File: src/include/axi_rd_xbar_config.svh
//==========================================================================
// Read-only AXI4 crossbar configuration
// Bus widths, port counts and the fixed slave address map
//==========================================================================
`ifndef AXI_RD_XBAR_CONFIG_SVH
`define AXI_RD_XBAR_CONFIG_SVH

// AXI bus widths
`define AXI_ADDR_W 32
`define AXI_DATA_W 32
`define AXI_ID_W 4

// Port counts, slave port XBAR_N_SLAVES is the default port
`define XBAR_N_MASTERS 2
`define XBAR_N_SLAVES 2

// Inclusive address range of slave port 0
`define XBAR_SLV0_BASE 32'h0000_1000
`define XBAR_SLV0_LAST 32'h0000_1FFF

// Inclusive address range of slave port 1
`define XBAR_SLV1_BASE 32'h0000_2000
`define XBAR_SLV1_LAST 32'h0000_2FFF

`endif

File: src/design/axi_rd_xbar_pkg.sv
//==========================================================================
// Read crossbar types
// Index and ID types, AR and R channel structs, address decode
//==========================================================================
`include "axi_rd_xbar_config.svh"

package axi_rd_xbar_pkg;

	// Master index bits, never less than one
	localparam int MID_W = (`XBAR_N_MASTERS > 1) ? $clog2(`XBAR_N_MASTERS) : 1;
	// Slave port index bits, default port included
	localparam int SID_W = (`XBAR_N_SLAVES + 1 > 1) ? $clog2(`XBAR_N_SLAVES + 1) : 1;

	typedef logic [MID_W-1:0] mid_t;
	typedef logic [SID_W-1:0] sid_t;
	// Master index sits above the original ID
	typedef logic [MID_W+`AXI_ID_W-1:0] xid_t;

	typedef struct packed {
		logic [`AXI_ADDR_W-1:0] addr;
		logic [`AXI_ID_W-1:0]   id;
		logic [7:0]             len;
		logic [2:0]             size;
		logic [1:0]             burst;
		logic [2:0]             prot;
	} m_ar_t;

	typedef struct packed {
		logic [`AXI_ADDR_W-1:0] addr;
		xid_t                   id;
		logic [7:0]             len;
		logic [2:0]             size;
		logic [1:0]             burst;
		logic [2:0]             prot;
	} s_ar_t;

	typedef struct packed {
		xid_t                   id;
		logic [`AXI_DATA_W-1:0] data;
		logic [1:0]             resp;
		logic                   last;
	} s_r_t;

	typedef struct packed {
		logic [`AXI_ID_W-1:0]   id;
		logic [`AXI_DATA_W-1:0] data;
		logic [1:0]             resp;
		logic                   last;
	} m_r_t;

	// Unmapped addresses land on the default port
	function automatic sid_t addr_to_slave(input logic [`AXI_ADDR_W-1:0] addr);
		sid_t sel;
		sel = sid_t'(`XBAR_N_SLAVES);
		if (addr >= `XBAR_SLV0_BASE && addr <= `XBAR_SLV0_LAST) begin
			sel = sid_t'(0);
		end else if (addr >= `XBAR_SLV1_BASE && addr <= `XBAR_SLV1_LAST) begin
			sel = sid_t'(1);
		end
		return sel;
	endfunction

endpackage

File: src/design/ar_master_port.sv
//==========================================================================
// Master read-address port
// Captures a master AR request, widens its ID, decodes the target
// slave port and holds the request until the slave takes it
//==========================================================================
`timescale 1ns/1ps

module ar_master_port #(
	parameter int MASTER_IDX = 0
) (
	input  logic                   clk,
	input  logic                   rstn,
	input  axi_rd_xbar_pkg::m_ar_t ar_i,
	input  logic                   ar_valid_i,
	output logic                   ar_ready_o,
	output axi_rd_xbar_pkg::s_ar_t req_o,
	output logic                   req_valid_o,
	output axi_rd_xbar_pkg::sid_t  sel_o,
	output logic                   sel_valid_o,
	input  logic                   done_i
);

	typedef enum logic [1:0] {
		ST_IDLE,
		ST_DECODE,
		ST_WAIT
	} state_t;

	state_t                 state;
	axi_rd_xbar_pkg::s_ar_t req_q;
	axi_rd_xbar_pkg::sid_t  sel_q;

	always_ff @(posedge clk) begin
		if (!rstn) begin
			state <= ST_IDLE;
		end else begin
			case (state)
				ST_IDLE: begin
					if (ar_valid_i) begin
						state <= ST_DECODE;
					end
				end
				ST_DECODE: begin
					state <= ST_WAIT;
				end
				ST_WAIT: begin
					// Slave port took the request
					if (done_i) begin
						state <= ST_IDLE;
					end
				end
				default: begin
					state <= ST_IDLE;
				end
			endcase
		end
	end

	// Request payload and decoded target
	always_ff @(posedge clk) begin
		if (state == ST_IDLE && ar_valid_i) begin
			req_q.addr <= ar_i.addr;
			req_q.id <= {axi_rd_xbar_pkg::mid_t'(MASTER_IDX), ar_i.id};
			req_q.len <= ar_i.len;
			req_q.size <= ar_i.size;
			req_q.burst <= ar_i.burst;
			req_q.prot <= ar_i.prot;
		end
		if (state == ST_DECODE) begin
			sel_q <= axi_rd_xbar_pkg::addr_to_slave(req_q.addr);
		end
	end

	assign ar_ready_o = (state == ST_IDLE);
	assign req_o = req_q;
	assign req_valid_o = (state == ST_WAIT);
	assign sel_o = sel_q;
	assign sel_valid_o = (state == ST_WAIT);

endmodule

File: src/design/ar_slave_select.sv
//==========================================================================
// Slave read-address select
// Arbitrates the masters aimed at one slave port and forwards the
// winning request
//==========================================================================
`timescale 1ns/1ps
`include "axi_rd_xbar_config.svh"

module ar_slave_select #(
	parameter int SLAVE_IDX = 0
) (
	input  logic                        clk,
	input  logic                        rstn,
	input  axi_rd_xbar_pkg::s_ar_t      req_i [`XBAR_N_MASTERS],
	input  logic [`XBAR_N_MASTERS-1:0]  req_valid_i,
	input  axi_rd_xbar_pkg::sid_t       sel_i [`XBAR_N_MASTERS],
	input  logic [`XBAR_N_MASTERS-1:0]  sel_valid_i,
	output axi_rd_xbar_pkg::s_ar_t      s_ar_o,
	output logic                        s_ar_valid_o,
	input  logic                        s_ar_ready_i,
	output logic [`XBAR_N_MASTERS-1:0]  done_o
);

	logic [`XBAR_N_MASTERS-1:0] arb_req;
	logic                       gnt;
	axi_rd_xbar_pkg::mid_t      gnt_id;

	for (genvar m = 0; m < `XBAR_N_MASTERS; m++) begin : g_mst
		assign arb_req[m] = sel_valid_i[m] && (sel_i[m] == axi_rd_xbar_pkg::sid_t'(SLAVE_IDX));
		// Granted master learns of the transfer
		assign done_o[m] = s_ar_valid_o && s_ar_ready_i &&
			(gnt_id == axi_rd_xbar_pkg::mid_t'(m));
	end

	rr_arbiter #(.N_REQ(`XBAR_N_MASTERS)) u_arb (
		.clk     (clk),
		.rstn    (rstn),
		.req_i   (arb_req),
		.gnt_o   (gnt),
		.gnt_id_o(gnt_id)
	);

	assign s_ar_o = gnt ? req_i[gnt_id] : '0;
	assign s_ar_valid_o = gnt && req_valid_i[gnt_id];

endmodule

File: src/design/axi_rd_xbar.sv
//==========================================================================
// Read-only AXI4 crossbar
// N masters to N mapped slave ports plus one default port, with
// round-robin arbitration on both the AR and the R channels
//==========================================================================
`timescale 1ns/1ps
`include "axi_rd_xbar_config.svh"

module axi_rd_xbar (
	input  logic                        clk,
	input  logic                        rstn,
	input  axi_rd_xbar_pkg::m_ar_t      m_ar_i [`XBAR_N_MASTERS],
	input  logic [`XBAR_N_MASTERS-1:0]  m_ar_valid_i,
	output logic [`XBAR_N_MASTERS-1:0]  m_ar_ready_o,
	output axi_rd_xbar_pkg::m_r_t       m_r_o [`XBAR_N_MASTERS],
	output logic [`XBAR_N_MASTERS-1:0]  m_r_valid_o,
	input  logic [`XBAR_N_MASTERS-1:0]  m_r_ready_i,
	output axi_rd_xbar_pkg::s_ar_t      s_ar_o [`XBAR_N_SLAVES+1],
	output logic [`XBAR_N_SLAVES:0]     s_ar_valid_o,
	input  logic [`XBAR_N_SLAVES:0]     s_ar_ready_i,
	input  axi_rd_xbar_pkg::s_r_t       s_r_i [`XBAR_N_SLAVES+1],
	input  logic [`XBAR_N_SLAVES:0]     s_r_valid_i,
	output logic [`XBAR_N_SLAVES:0]     s_r_ready_o
);

	// Read-address links
	axi_rd_xbar_pkg::s_ar_t     mp_req [`XBAR_N_MASTERS];
	logic [`XBAR_N_MASTERS-1:0] mp_req_valid;
	axi_rd_xbar_pkg::sid_t      mp_sel [`XBAR_N_MASTERS];
	logic [`XBAR_N_MASTERS-1:0] mp_sel_valid;
	logic [`XBAR_N_MASTERS-1:0] mp_done;
	logic [`XBAR_N_MASTERS-1:0] slv_done [`XBAR_N_SLAVES+1];

	// Read-response links
	axi_rd_xbar_pkg::s_r_t      rp_beat [`XBAR_N_SLAVES+1];
	logic [`XBAR_N_SLAVES:0]    rp_beat_valid;
	axi_rd_xbar_pkg::mid_t      rp_mst [`XBAR_N_SLAVES+1];
	logic [`XBAR_N_SLAVES:0]    rp_mst_req;
	logic [`XBAR_N_SLAVES:0]    rp_granted;
	logic [`XBAR_N_SLAVES:0]    rp_beat_ready;
	logic [`XBAR_N_SLAVES:0]    ms_granted [`XBAR_N_MASTERS];
	logic [`XBAR_N_SLAVES:0]    ms_beat_ready [`XBAR_N_MASTERS];

	for (genvar m = 0; m < `XBAR_N_MASTERS; m++) begin : g_mst
		ar_master_port #(.MASTER_IDX(m)) u_ar_port (
			.clk        (clk),
			.rstn       (rstn),
			.ar_i       (m_ar_i[m]),
			.ar_valid_i (m_ar_valid_i[m]),
			.ar_ready_o (m_ar_ready_o[m]),
			.req_o      (mp_req[m]),
			.req_valid_o(mp_req_valid[m]),
			.sel_o      (mp_sel[m]),
			.sel_valid_o(mp_sel_valid[m]),
			.done_i     (mp_done[m])
		);

		// Done comes from the slave port this master aimed at
		assign mp_done[m] = slv_done[mp_sel[m]][m];

		r_master_select #(.MASTER_IDX(m)) u_r_sel (
			.clk         (clk),
			.rstn        (rstn),
			.beat_i      (rp_beat),
			.beat_valid_i(rp_beat_valid),
			.mst_i       (rp_mst),
			.mst_req_i   (rp_mst_req),
			.granted_o   (ms_granted[m]),
			.beat_ready_o(ms_beat_ready[m]),
			.m_r_o       (m_r_o[m]),
			.m_r_valid_o (m_r_valid_o[m]),
			.m_r_ready_i (m_r_ready_i[m])
		);
	end

	for (genvar s = 0; s <= `XBAR_N_SLAVES; s++) begin : g_slv
		ar_slave_select #(.SLAVE_IDX(s)) u_ar_sel (
			.clk         (clk),
			.rstn        (rstn),
			.req_i       (mp_req),
			.req_valid_i (mp_req_valid),
			.sel_i       (mp_sel),
			.sel_valid_i (mp_sel_valid),
			.s_ar_o      (s_ar_o[s]),
			.s_ar_valid_o(s_ar_valid_o[s]),
			.s_ar_ready_i(s_ar_ready_i[s]),
			.done_o      (slv_done[s])
		);

		r_slave_port u_r_port (
			.clk         (clk),
			.rstn        (rstn),
			.s_r_i       (s_r_i[s]),
			.s_r_valid_i (s_r_valid_i[s]),
			.s_r_ready_o (s_r_ready_o[s]),
			.beat_o      (rp_beat[s]),
			.beat_valid_o(rp_beat_valid[s]),
			.mst_o       (rp_mst[s]),
			.mst_req_o   (rp_mst_req[s]),
			.granted_i   (rp_granted[s]),
			.beat_ready_i(rp_beat_ready[s])
		);

		// Grant and ready from the master this port is serving
		assign rp_granted[s] = ms_granted[rp_mst[s]][s];
		assign rp_beat_ready[s] = ms_beat_ready[rp_mst[s]][s];
	end

endmodule

File: src/design/r_master_select.sv
//==========================================================================
// Master read-response select
// Arbitrates the slave ports aimed at one master and returns their
// beats with the master index stripped from the ID
//==========================================================================
`timescale 1ns/1ps
`include "axi_rd_xbar_config.svh"

module r_master_select #(
	parameter int MASTER_IDX = 0
) (
	input  logic                        clk,
	input  logic                        rstn,
	input  axi_rd_xbar_pkg::s_r_t       beat_i [`XBAR_N_SLAVES+1],
	input  logic [`XBAR_N_SLAVES:0]     beat_valid_i,
	input  axi_rd_xbar_pkg::mid_t       mst_i [`XBAR_N_SLAVES+1],
	input  logic [`XBAR_N_SLAVES:0]     mst_req_i,
	output logic [`XBAR_N_SLAVES:0]     granted_o,
	output logic [`XBAR_N_SLAVES:0]     beat_ready_o,
	output axi_rd_xbar_pkg::m_r_t       m_r_o,
	output logic                        m_r_valid_o,
	input  logic                        m_r_ready_i
);

	logic [`XBAR_N_SLAVES:0] arb_req;
	logic                    gnt;
	axi_rd_xbar_pkg::sid_t   gnt_id;
	axi_rd_xbar_pkg::s_r_t   sel_beat;

	for (genvar p = 0; p <= `XBAR_N_SLAVES; p++) begin : g_port
		assign arb_req[p] = mst_req_i[p] && (mst_i[p] == axi_rd_xbar_pkg::mid_t'(MASTER_IDX));
		assign granted_o[p] = gnt && (gnt_id == axi_rd_xbar_pkg::sid_t'(p));
		// Only the granted port sees the master's ready
		assign beat_ready_o[p] = granted_o[p] && m_r_ready_i;
	end

	rr_arbiter #(.N_REQ(`XBAR_N_SLAVES + 1)) u_arb (
		.clk     (clk),
		.rstn    (rstn),
		.req_i   (arb_req),
		.gnt_o   (gnt),
		.gnt_id_o(gnt_id)
	);

	assign sel_beat = beat_i[gnt_id];

	always_comb begin
		m_r_o = '0;
		if (gnt) begin
			m_r_o.id = sel_beat.id[`AXI_ID_W-1:0];
			m_r_o.data = sel_beat.data;
			m_r_o.resp = sel_beat.resp;
			m_r_o.last = sel_beat.last;
		end
	end

	assign m_r_valid_o = gnt && beat_valid_i[gnt_id];

endmodule

File: src/design/r_slave_port.sv
//==========================================================================
// Slave read-response port
// Registers the first beat of a burst, requests the target master
// and then streams the rest of the burst through
//==========================================================================
`timescale 1ns/1ps
`include "axi_rd_xbar_config.svh"

module r_slave_port (
	input  logic                  clk,
	input  logic                  rstn,
	input  axi_rd_xbar_pkg::s_r_t s_r_i,
	input  logic                  s_r_valid_i,
	output logic                  s_r_ready_o,
	output axi_rd_xbar_pkg::s_r_t beat_o,
	output logic                  beat_valid_o,
	output axi_rd_xbar_pkg::mid_t mst_o,
	output logic                  mst_req_o,
	input  logic                  granted_i,
	input  logic                  beat_ready_i
);

	typedef enum logic [1:0] {
		ST_IDLE,
		ST_REQ,
		ST_FIRST,
		ST_STREAM
	} state_t;

	state_t                state;
	axi_rd_xbar_pkg::s_r_t beat_q;
	axi_rd_xbar_pkg::mid_t mst_q;

	always_ff @(posedge clk) begin
		if (!rstn) begin
			state <= ST_IDLE;
		end else begin
			case (state)
				ST_IDLE: begin
					if (s_r_valid_i) begin
						state <= ST_REQ;
					end
				end
				ST_REQ: begin
					if (granted_i) begin
						state <= ST_FIRST;
					end
				end
				ST_FIRST: begin
					// Single-beat bursts end here
					if (beat_ready_i) begin
						state <= beat_q.last ? ST_IDLE : ST_STREAM;
					end
				end
				ST_STREAM: begin
					if (s_r_valid_i && beat_ready_i && s_r_i.last) begin
						state <= ST_IDLE;
					end
				end
				default: begin
					state <= ST_IDLE;
				end
			endcase
		end
	end

	// First beat and its target master, from the upper ID bits
	always_ff @(posedge clk) begin
		if (state == ST_IDLE && s_r_valid_i) begin
			beat_q <= s_r_i;
			mst_q <= s_r_i.id[`AXI_ID_W +: axi_rd_xbar_pkg::MID_W];
		end
	end

	always_comb begin
		s_r_ready_o = 1'b0;
		beat_o = '0;
		beat_valid_o = 1'b0;
		case (state)
			ST_IDLE: begin
				s_r_ready_o = 1'b1;
			end
			ST_FIRST: begin
				beat_o = beat_q;
				beat_valid_o = 1'b1;
			end
			ST_STREAM: begin
				// Straight through to the master
				s_r_ready_o = beat_ready_i;
				beat_o = s_r_i;
				beat_valid_o = s_r_valid_i;
			end
			default: begin
				s_r_ready_o = 1'b0;
			end
		endcase
	end

	assign mst_o = mst_q;
	assign mst_req_o = (state != ST_IDLE);

endmodule

File: src/design/rr_arbiter.sv
//==========================================================================
// Round-robin arbiter
// Registered grant, held while the granted requester keeps its request
//==========================================================================
`timescale 1ns/1ps

module rr_arbiter #(
	parameter int N_REQ = 2,
	localparam int ID_W = (N_REQ > 1) ? $clog2(N_REQ) : 1
) (
	input  logic             clk,
	input  logic             rstn,
	input  logic [N_REQ-1:0] req_i,
	output logic             gnt_o,
	output logic [ID_W-1:0]  gnt_id_o
);

	logic            gnt_q;
	logic [ID_W-1:0] gnt_id_q;
	logic [ID_W-1:0] last_q;
	logic            pick_found;
	logic [ID_W-1:0] pick_id;

	// First request above the last winner, else the lowest request
	always_comb begin
		pick_found = 1'b0;
		pick_id = '0;
		for (int i = 0; i < N_REQ; i++) begin
			if (!pick_found && req_i[i] && i > int'(last_q)) begin
				pick_found = 1'b1;
				pick_id = ID_W'(i);
			end
		end
		for (int i = 0; i < N_REQ; i++) begin
			if (!pick_found && req_i[i]) begin
				pick_found = 1'b1;
				pick_id = ID_W'(i);
			end
		end
	end

	always_ff @(posedge clk) begin
		if (!rstn) begin
			gnt_q <= 1'b0;
			gnt_id_q <= '0;
			// Requester 0 wins the first round
			last_q <= ID_W'(N_REQ - 1);
		end else if (gnt_q) begin
			// Release once the owner drops its request
			if (!req_i[gnt_id_q]) begin
				gnt_q <= 1'b0;
			end
		end else if (pick_found) begin
			gnt_q <= 1'b1;
			gnt_id_q <= pick_id;
			last_q <= pick_id;
		end
	end

	assign gnt_o = gnt_q;
	assign gnt_id_o = gnt_id_q;

endmodule

File: config.mk
export PLATFORM = sky130hd
export DESIGN_NAME = axi_rd_xbar
export DESIGN_NICKNAME = d
export VERILOG_FILES = /design/src/design/axi_rd_xbar_pkg.sv /design/src/design/ar_master_port.sv /design/src/design/ar_slave_select.sv /design/src/design/axi_rd_xbar.sv /design/src/design/r_master_select.sv /design/src/design/r_slave_port.sv /design/src/design/rr_arbiter.sv
export VERILOG_INCLUDE_DIRS = /design/src /design/src/include
export SDC_FILE = /design/constraint.sdc
export NUM_CORES = 1
export LEC_CHECK = 0
export ABC_AREA = 0
export BUFFER_PORTS_ARGS = -buffer_cell sky130_fd_sc_hd__buf_4
export CORE_ASPECT_RATIO = 1.25
export CORE_MARGIN = 3
export CORE_UTILIZATION = 25
export DETAILED_ROUTE_END_ITERATION = 16
export GPL_ROUTABILITY_DRIVEN = 0
export PLACE_DENSITY = 0.51
export SETUP_SLACK_MARGIN = 0.2
export SYNTH_ARGS = -nofsm -noshare
export SYNTH_HDL_FRONTEND = slang
export SYNTH_SLANG_ARGS = --single-unit
File: constraint.sdc
create_clock -name clk -period 4.25 [get_ports clk]
set_clock_uncertainty 0.15 [all_clocks]
set_input_delay 0 -clock clk [delete_from_list [all_inputs] [get_ports clk]]
set_output_delay 0 -clock clk [all_outputs]
set_load 0.1 [all_outputs]
==> results of run 1 <==
[synthesized netlist by cell type, drive strengths merged (2+ instances only)]
cell type	instances	share of area, %
o22ai	43	1.8
a22o	39	2.3
xor2	2	0.12
a21o	6	0.31
o211ai	4	0.21
a22oi	79	4.1
a21boi	2	0.10
ha	12	1.0
edfxtp	228	47
o31a	3	0.18
buf	37	1.4
nor4	9	0.43
and3b	2	0.12
nand4	3	0.13
o311ai	2	0.12
a311oi	5	0.30
a21oi	105	3.6
a211oi	3	0.15
nand4b	3	0.18
o21ai	61	2.1
nand2	57	1.5
or4	2	0.10
nor2b	162	7.0
nor3b	2	0.10
nand2b	14	0.60
clkbuf	91	2.3
inv	15	0.39
mux2i	161	11
nor2	145	3.7
nand3	6	0.21
and3	2	0.086
dfxtp	27	3.7
and2	52	2.2
nor3	10	0.34
a31oi	3	0.13
[worst max-delay path, delay by kind of cell (launching register included)]
kind / cells / cell delay [ns]
simple gates: 2 / 0.23
compound gates: 3 / 0.41
buf+inv: 3 / 1.25
flops: 1 / 0.35
fa+ha+maj: 1 / 0.82
[flip-flops by register name, summed over array words and instances, names as in the netlist]
name / flops
g_slv.u_r_port.mst_o: 3
g_mst.u_ar_port.sel_o: 4
g_slv.u_ar_sel.u_arb.gnt_id_o: 3
g_mst.u_r_sel.u_arb.gnt_id_o: 4
g_slv.u_r_port.beat_q: 117
g_slv.u_ar_sel.u_arb.last_q: 3
g_mst.u_r_sel.u_arb.last_q: 2
g_mst.u_ar_port.state: 4
g_slv.u_r_port.state: 6
g_slv.u_ar_sel.u_arb.gnt_o: 3
g_mst.u_ar_port.req_o: 104
g_mst.u_r_sel.u_arb.gnt_o: 2
[through the flow]
step / total power [uW] / cells
floorplan: 5721 / 1407
global placement: 6633 / 2527
detailed placement: 6670 / 2527
CTS: 9769 / 2866
global route: 10150 / 2873
finish: 9654 / 2875
[cell families after synthesis]
kind of cell	Yosys count	share of synthesized area (%)
DFF	255	50.78
buffers and inverters	143	4.154
AOI/OAI and AO/OA	359	15.74
muxes	161	11.08
adders and majority gates	12	1.032
xor gates and xnor gates	2	0.1204
and+or+nand+nor	475	17.09
[layout make-up]
| cell class | instances | area [um^2] |
|---|---|---|
| diodes | 9 | 22.52 |
| clock buffers | 44 | 909.6 |
| clock inverters | 18 | 163.9 |
| fillers | 5658 | 34800 |
| inverters | 15 | 56.30 |
| multi-input cells | 1009 | 6581 |
| flip-flops and latches | 255 | 7403 |
| well taps | 750 | 938.4 |
| repair buffers | 775 | 6511 |
[power breakdown]
| part | leakage, uW | switching [uW] | internal (uW) | total (uW) |
|---|---|---|---|---|
| registers | 0.00241 | 246 | 3170 | 3410 |
| clock network | 0.000519 | 1170 | 1650 | 2810 |
| logic | 0.00547 | 2330 | 1100 | 3430 |
[per-layer routing]
layer | routed length (um) | part of all wire [%]
met5 | 13 | 0.022
met3 | 3642 | 6.1
met4 | 2178 | 3.6
met2 | 30640 | 51
met1 | 23710 | 39
[placed cells by master (no fill, tap or decap), types with 6 or more instances in the layout]
cell,synthesis,layout
nand2b_1,14,12
nor2b_1,162,162
mux2i_1,161,161
nand2_1,57,57
clkbuf_1,91,9
clkinv_1,0,7
buf_4,10,498
inv_1,14,14
a22oi_1,79,79
diode_2,0,9
nor3_1,10,10
dlygate4sd3_1,0,277
nor2_1,145,145
a21oi_1,105,105
ha_1,12,6
a22o_1,39,39
edfxtp_1,228,228
o22ai_1,43,43
ha_2,0,6
o21ai_0,51,51
and2_1,52,47
a21o_1,6,6
o21ai_1,10,10
dfxtp_1,27,20
nor4_1,8,8
clkbuf_16,0,35
nand3_1,6,6
[final timing paths]
path	cells after the start	to	slack (ns)	from
max	9	g_slv[0].u_r_port.state[1]$_SDFFE_PN0P_	0.92	g_slv[0].u_r_port.state[0]$_SDFFE_PN0P_
min	2	g_mst[1].u_ar_port.req_o[23]$_DFFE_PP_	0.03	m_ar_i[22]
max reg2reg	9	g_slv[0].u_r_port.state[1]$_SDFFE_PN0P_	0.92	g_slv[0].u_r_port.state[0]$_SDFFE_PN0P_
min reg2reg	1	g_slv[0].u_ar_sel.u_arb.last_q$_SDFFE_PN1P_	0.34	g_slv[0].u_ar_sel.u_arb.last_q$_SDFFE_PN1P_
[repair_timing]
action	CTS	global route
buffers inserted	0	0
endpoints found under the hold margin	257	0
hold buffers	277	0
==> out/qor.yml, run 1 <==
die-height_um: 275.7
clock-sinks: 255
syn-instance-count: 1407
synth_edf_count: 228
fin_ws_ns: 0.9210
post-route-util_pct: 39.36
grt-busiest-layer: "met2"
cts-resized-gates: 0
antenna_found_initial: 9
grt_pass1_vias: 14350
use_met3_pct: 4.297
crit_path_max_fanout: 42
critPathCaptureType: "flop"
place_ws_ns: 1.533
crit_path_top_delay_cell: "ha_2"
io-pin-count: 483
die_w_um: 221.8
dr.pass1.iters: 5
worstSkewPairLatency_ns: 0.55
setup_tns_ns: 0
drt_iter0_drc: 845
setup_viol: 0
grtUsageTotal_pct: 18.59
row_count: 98
max_freq_ghz: 0.3004
crit_chain: "inv_1 > ha_2 > nor2_1 > a22oi_1 > o21ai_1 > nand4_1 > dlygate4sd3_1 > a21oi_1 > dlygate4sd3_1"
route.detailed.drc: 0
hold_violations: 0
grt-ovfl-total: 0
critPathRequiredTime_ns: 4.53
path_clk_slew_ns: 0.05
worst_setup_path_start_kind: "flop"
layout.nets: 2339
final_antenna_net_count: 0
p_per_area_nw_per_um2: 427.4
placed_area_um2: 18720
via_per_inst: 4.836
dieArea_um2: 61130
rsz0062_at_grt: "false"
ys_types: 52
ys.flop_type: "edfxtp_1"
ys_ff_latch: 255
cp.arrival_ns: 3.61
cts_tree: "yes"
drt-total-wl_um: 60190
hold_class: "primary input to flop"
async_flop_share_pct: 0
grt_pass1_wl_um: 88380
cts_buffer_depth: 3
ys_warn_count: 0
yosysSeqAreaShare_pct: 50.78
min_period_ns: 3.329
syn_to_final_growth_pct: 55.27
maxSlewViolCount: 0
tightest_slew_ns: 1.166
drive_gt1_share_pct: 26.75
dr_total_vias: 13900
status: "completed"
grt_max_degree: 89
grtUsageMet1_pct: 21.51
slew_headroom_pct: 22.28
synth_area_um2: 14550
cpMostUsedCell: "dlygate4sd3_1"
maxCapViolCount: 0
place.port_buffers: 482
syn-num-nets: 1655
fin_area_um2: 22590
p_leak_uw: 0.008393
crit_type: "flop to flop"
hold_slack_ns: 0.03140
synth.avg_cell_area_um2: 10.34
cts_root_buffer: "clkbuf_16"
htreeDepth: 2
fin_crit_sh_pct: 78.33
use_met2_pct: 33.45
coreArea_um2: 57390
ir_worst_vdd_v: 0.0003011
start_util_pct: 25.35
max_stage_delay_ns: 0.82
numCtsBuffers: 35
hpwl_um: 41030
wire_per_inst_um: 20.94
(Power assumes the default switching activity.)
==> run 2: changes to the inputs <==
--- a/config.mk
+++ b/config.mk
@@ -6,14 +6,14 @@
 export SDC_FILE = /design/constraint.sdc
 export NUM_CORES = 1
 export LEC_CHECK = 0
-export ABC_AREA = 0
+export ABC_AREA = 1
 export BUFFER_PORTS_ARGS = -buffer_cell sky130_fd_sc_hd__buf_4
 export CORE_ASPECT_RATIO = 1.25
 export CORE_MARGIN = 3
 export CORE_UTILIZATION = 25
 export DETAILED_ROUTE_END_ITERATION = 16
 export GPL_ROUTABILITY_DRIVEN = 0
-export PLACE_DENSITY = 0.51
+export PLACE_DENSITY = 0.54
 export SETUP_SLACK_MARGIN = 0.2
 export SYNTH_ARGS = -nofsm -noshare
 export SYNTH_HDL_FRONTEND = slang
==> constraint.sdc (replaced) <==
create_clock -name clk -period 2.75 [get_ports clk]
set_clock_uncertainty 0.15 [all_clocks]
set_input_delay 0 -clock clk [delete_from_list [all_inputs] [get_ports clk]]
set_output_delay 0 -clock clk [all_outputs]
set_load 0.1 [all_outputs]
==> run 2 against run 1 <==
Sequential power rose by 55%; final cell count rose by 1.5%; non-clock buffer count rose by 151; critical path depth fell by 2; register-to-register slack got worse by 0.56 ns; via count rose by 11%; hold slack got worse by 0.013 ns; cell area rose by 5.3%; first-iteration DRC count rose by 71%; setup slack got worse by 0.69 ns; routed wire length rose by 23%; critical endpoint is now m_r_o[5].
==> out/qor.yml, run 2 <==
syn-instance-count: 1381
setup_tns_ns: 0
rsz0062_at_grt: "true"
grt_max_degree: 53
ys.flop_type: "edfxtp_1"
row_count: 93
syn_to_final_growth_pct: 79.43
final_common_cell: "buf_4"
critPathRequiredTime_ns: 2.60
grt-busiest-layer: "met2"
drive_gt1_share_pct: 32.12
use_met3_pct: 7.044
fin_crit_sh_pct: 91.60
cts_buffer_depth: 3
crit_chain: "inv_1 > ha_4 > buf_12 > a22o_1 > nor2_1 > nor3_2 > buf_6"
path_clk_slew_ns: 0.06
post-route-util_pct: 45.73
grtUsageMet1_pct: 26.52
power_frac_clock_pct: 24.6
crit_buf_inv: 3
ys_top_cells_by_area: "edfxtp_1 52%, o22ai_1 8.1%, a22o_1 7.5%"
setup_viol: 0
maxCapViolCount: 0
synth.avg_cell_area_um2: 9.598
hpwl_um: 51520
grt_pass1_wl_um: 105900
power_frac_seq_pct: 31.0
critPathCaptureType: "output port"
crit_path_top_delay_cell: "dfxtp_2"
ys_warn_count: 0
p_sw_share_pct: 42.90
die_w_um: 212.0
final_cell_mix: "428 x buf_4, 389 x dlygate4sd3_1, 228 x edfxtp_1"
layout.nets: 2477
place_ws_ns: 0.5591
p_per_area_nw_per_um2: 717.1
fin_ws_ns: 0.2309
place.port_buffers: 482
grtUsageTotal_pct: 25.28
synth_common_cells: "228 x edfxtp_1, 172 x o22ai_1, 161 x inv_1, 114 x a22o_1, 114 x nand2_1"
start_util_pct: 25.48
hold_depth: 2
p_leak_uw: 0.009929
grt_pass1_vias: 16050
dr.pass1.iters: 5
final_antenna_net_count: 0
via_per_inst: 5.314
crit_path_max_fanout: 20
htreeDepth: 1
reg2reg_depth: 10
max_stage_delay_ns: 0.35
max_freq_ghz: 0.3970
ys_types: 26
ir_worst_vdd_v: 0.0004729
critPathTopFamily: "buffers and inverters"
grt-ovfl-total: 0
io-pin-count: 483
die-height_um: 263.4
slew_headroom_pct: 36.25
hold_class: "primary input to flop"
cts_tree: "yes"
coreArea_um2: 52010
combPwrFrac_pct: 44.4
async_flop_share_pct: 0
ys_ff_latch: 255
maxSlewViolCount: 0
yosysSeqAreaShare_pct: 55.73
numCtsBuffers: 30
crit_type: "flop to output port"
cp.arrival_ns: 2.37
p_switching_uw: 7318
drt_iter0_drc: 1446
tightest_slew_ns: 0.9552
clock-sinks: 255
worst_setup_path_start_kind: "flop"
min_period_ns: 2.519
hold_violations: 0
antenna_found_initial: 1
route.detailed.drc: 0
status: "completed"
synth.most_common_cell: "edfxtp_1"
drt-total-wl_um: 73980
cts_root_buffer: "clkbuf_16"
largest_reg_flops: 117
largest_register: "g_slv.u_r_port.beat_q"
dr_total_vias: 15500
syn-num-nets: 1629
intPower_uw: 9738
worstSkewPairLatency_ns: 0.59
dieArea_um2: 55840
cp.depth: 7
synth_edf_count: 228
synth_area_um2: 13260
use_met2_pct: 43.32
yosysTopAreaCell: "edfxtp_1"
synth_top_area_share_pct: 51.65
wire_per_inst_um: 25.36
[run 2: final timing paths]
path | from | endpoint | slack [ns]
max | g_slv[1].u_r_port.state[0]$_SDFFE_PN0P_ | m_r_o[5] | 0.23
min reg2reg | g_slv[0].u_ar_sel.u_arb.last_q$_SDFFE_PN1P_ | g_slv[0].u_ar_sel.u_arb.last_q$_SDFFE_PN1P_ | 0.32
max reg2reg | g_mst[1].u_r_sel.u_arb.gnt_id_o[1]$_SDFFE_PN0P_ | g_slv[2].u_r_port.state[0]$_SDFFE_PN0P_ | 0.36
min | s_r_i[118] | g_slv[0].u_r_port.beat_q[38]$_DFFE_PP_ | 0.02
[run 2: cell type report]
type / instances / area (um^2)
well taps: 665 / 832.0
clock buffers: 38 / 810.8
multi-input cells: 846 / 5348
fillers: 4761 / 28230
inverters: 170 / 649.4
flip-flops and latches: 255 / 7400
clock inverters: 16 / 201.4
repair buffers: 926 / 8541
diodes: 1 / 2.502
[run 2: power groups by stage]
| stage | clock network [uW] | logic [uW] | registers (uW) |
|---|---|---|---|
| 3_3_place_gp | 0 | 6510 | 5290 |
| 5_1_grt | 4410 | 7870 | 5340 |
| 2_1_floorplan | 0 | 4520 | 5190 |
| 6_report | 4200 | 7570 | 5290 |
| 4_1_cts | 4270 | 7340 | 5250 |
| 3_5_place_dp | 0 | 6570 | 5300 |
[run 2: per-layer routing]
metal	vias up	part of all wire, %
met5	-	0
met4	0	8.6
met3	251	11
met2	1092	48
met1	7381	33
li1	6777	-
[run 2: cells by family after synthesis]
family / Yosys count / share of synthesized area, %
buffers and inverters: 280 / 8.542
adder cells (fa/ha/maj): 12 / 1.133
flip-flops: 255 / 55.73
AND/OR/NAND/NOR: 362 / 11.89
AO/OA/AOI/OAI: 472 / 22.70
[run 2: per-stage QoR]
| stage | cell area, um^2 | power [uW] | cells | hold WS, ns |
|---|---|---|---|---|
| floorplan | 13670 | 9712 | 1381 | -0.06589 |
| global placement | 18110 | 11790 | 2457 | 0.02812 |
| detailed placement | 18110 | 11870 | 2457 | 0.02927 |
| CTS | 23510 | 16870 | 2909 | 0.001432 |
| global route | 23780 | 17620 | 2916 | 0.008722 |
| finish | 23780 | 17060 | 2917 | 0.01805 |
[run 2: repair_timing]
| item | 4_1_cts | 5_1_grt |
|---|---|---|
| hold buffers | 389 | 0 |
| setup endpoints to repair | 85 | 84 |
| pin swaps | 7 | 10 |
| endpoints found under the hold margin | 424 | 0 |
| setup buffers | 6 | 6 |
| gates cloned | 3 | 1 |
| gates resized for setup | 87 | 53 |
[run 2: worst reg2reg max path, stage by stage, from the launching register on]
cell	delay, ns
dfxtp_1	0.43
inv_4	0.22
nor2_1	0.25
nand3_1	0.10
nand2_1	0.13
nand2_1	0.06
dlygate4sd3_1	0.56
nand2_1	0.11
nand2_1	0.09
nand2_1	0.07
a21oi_1	0.06
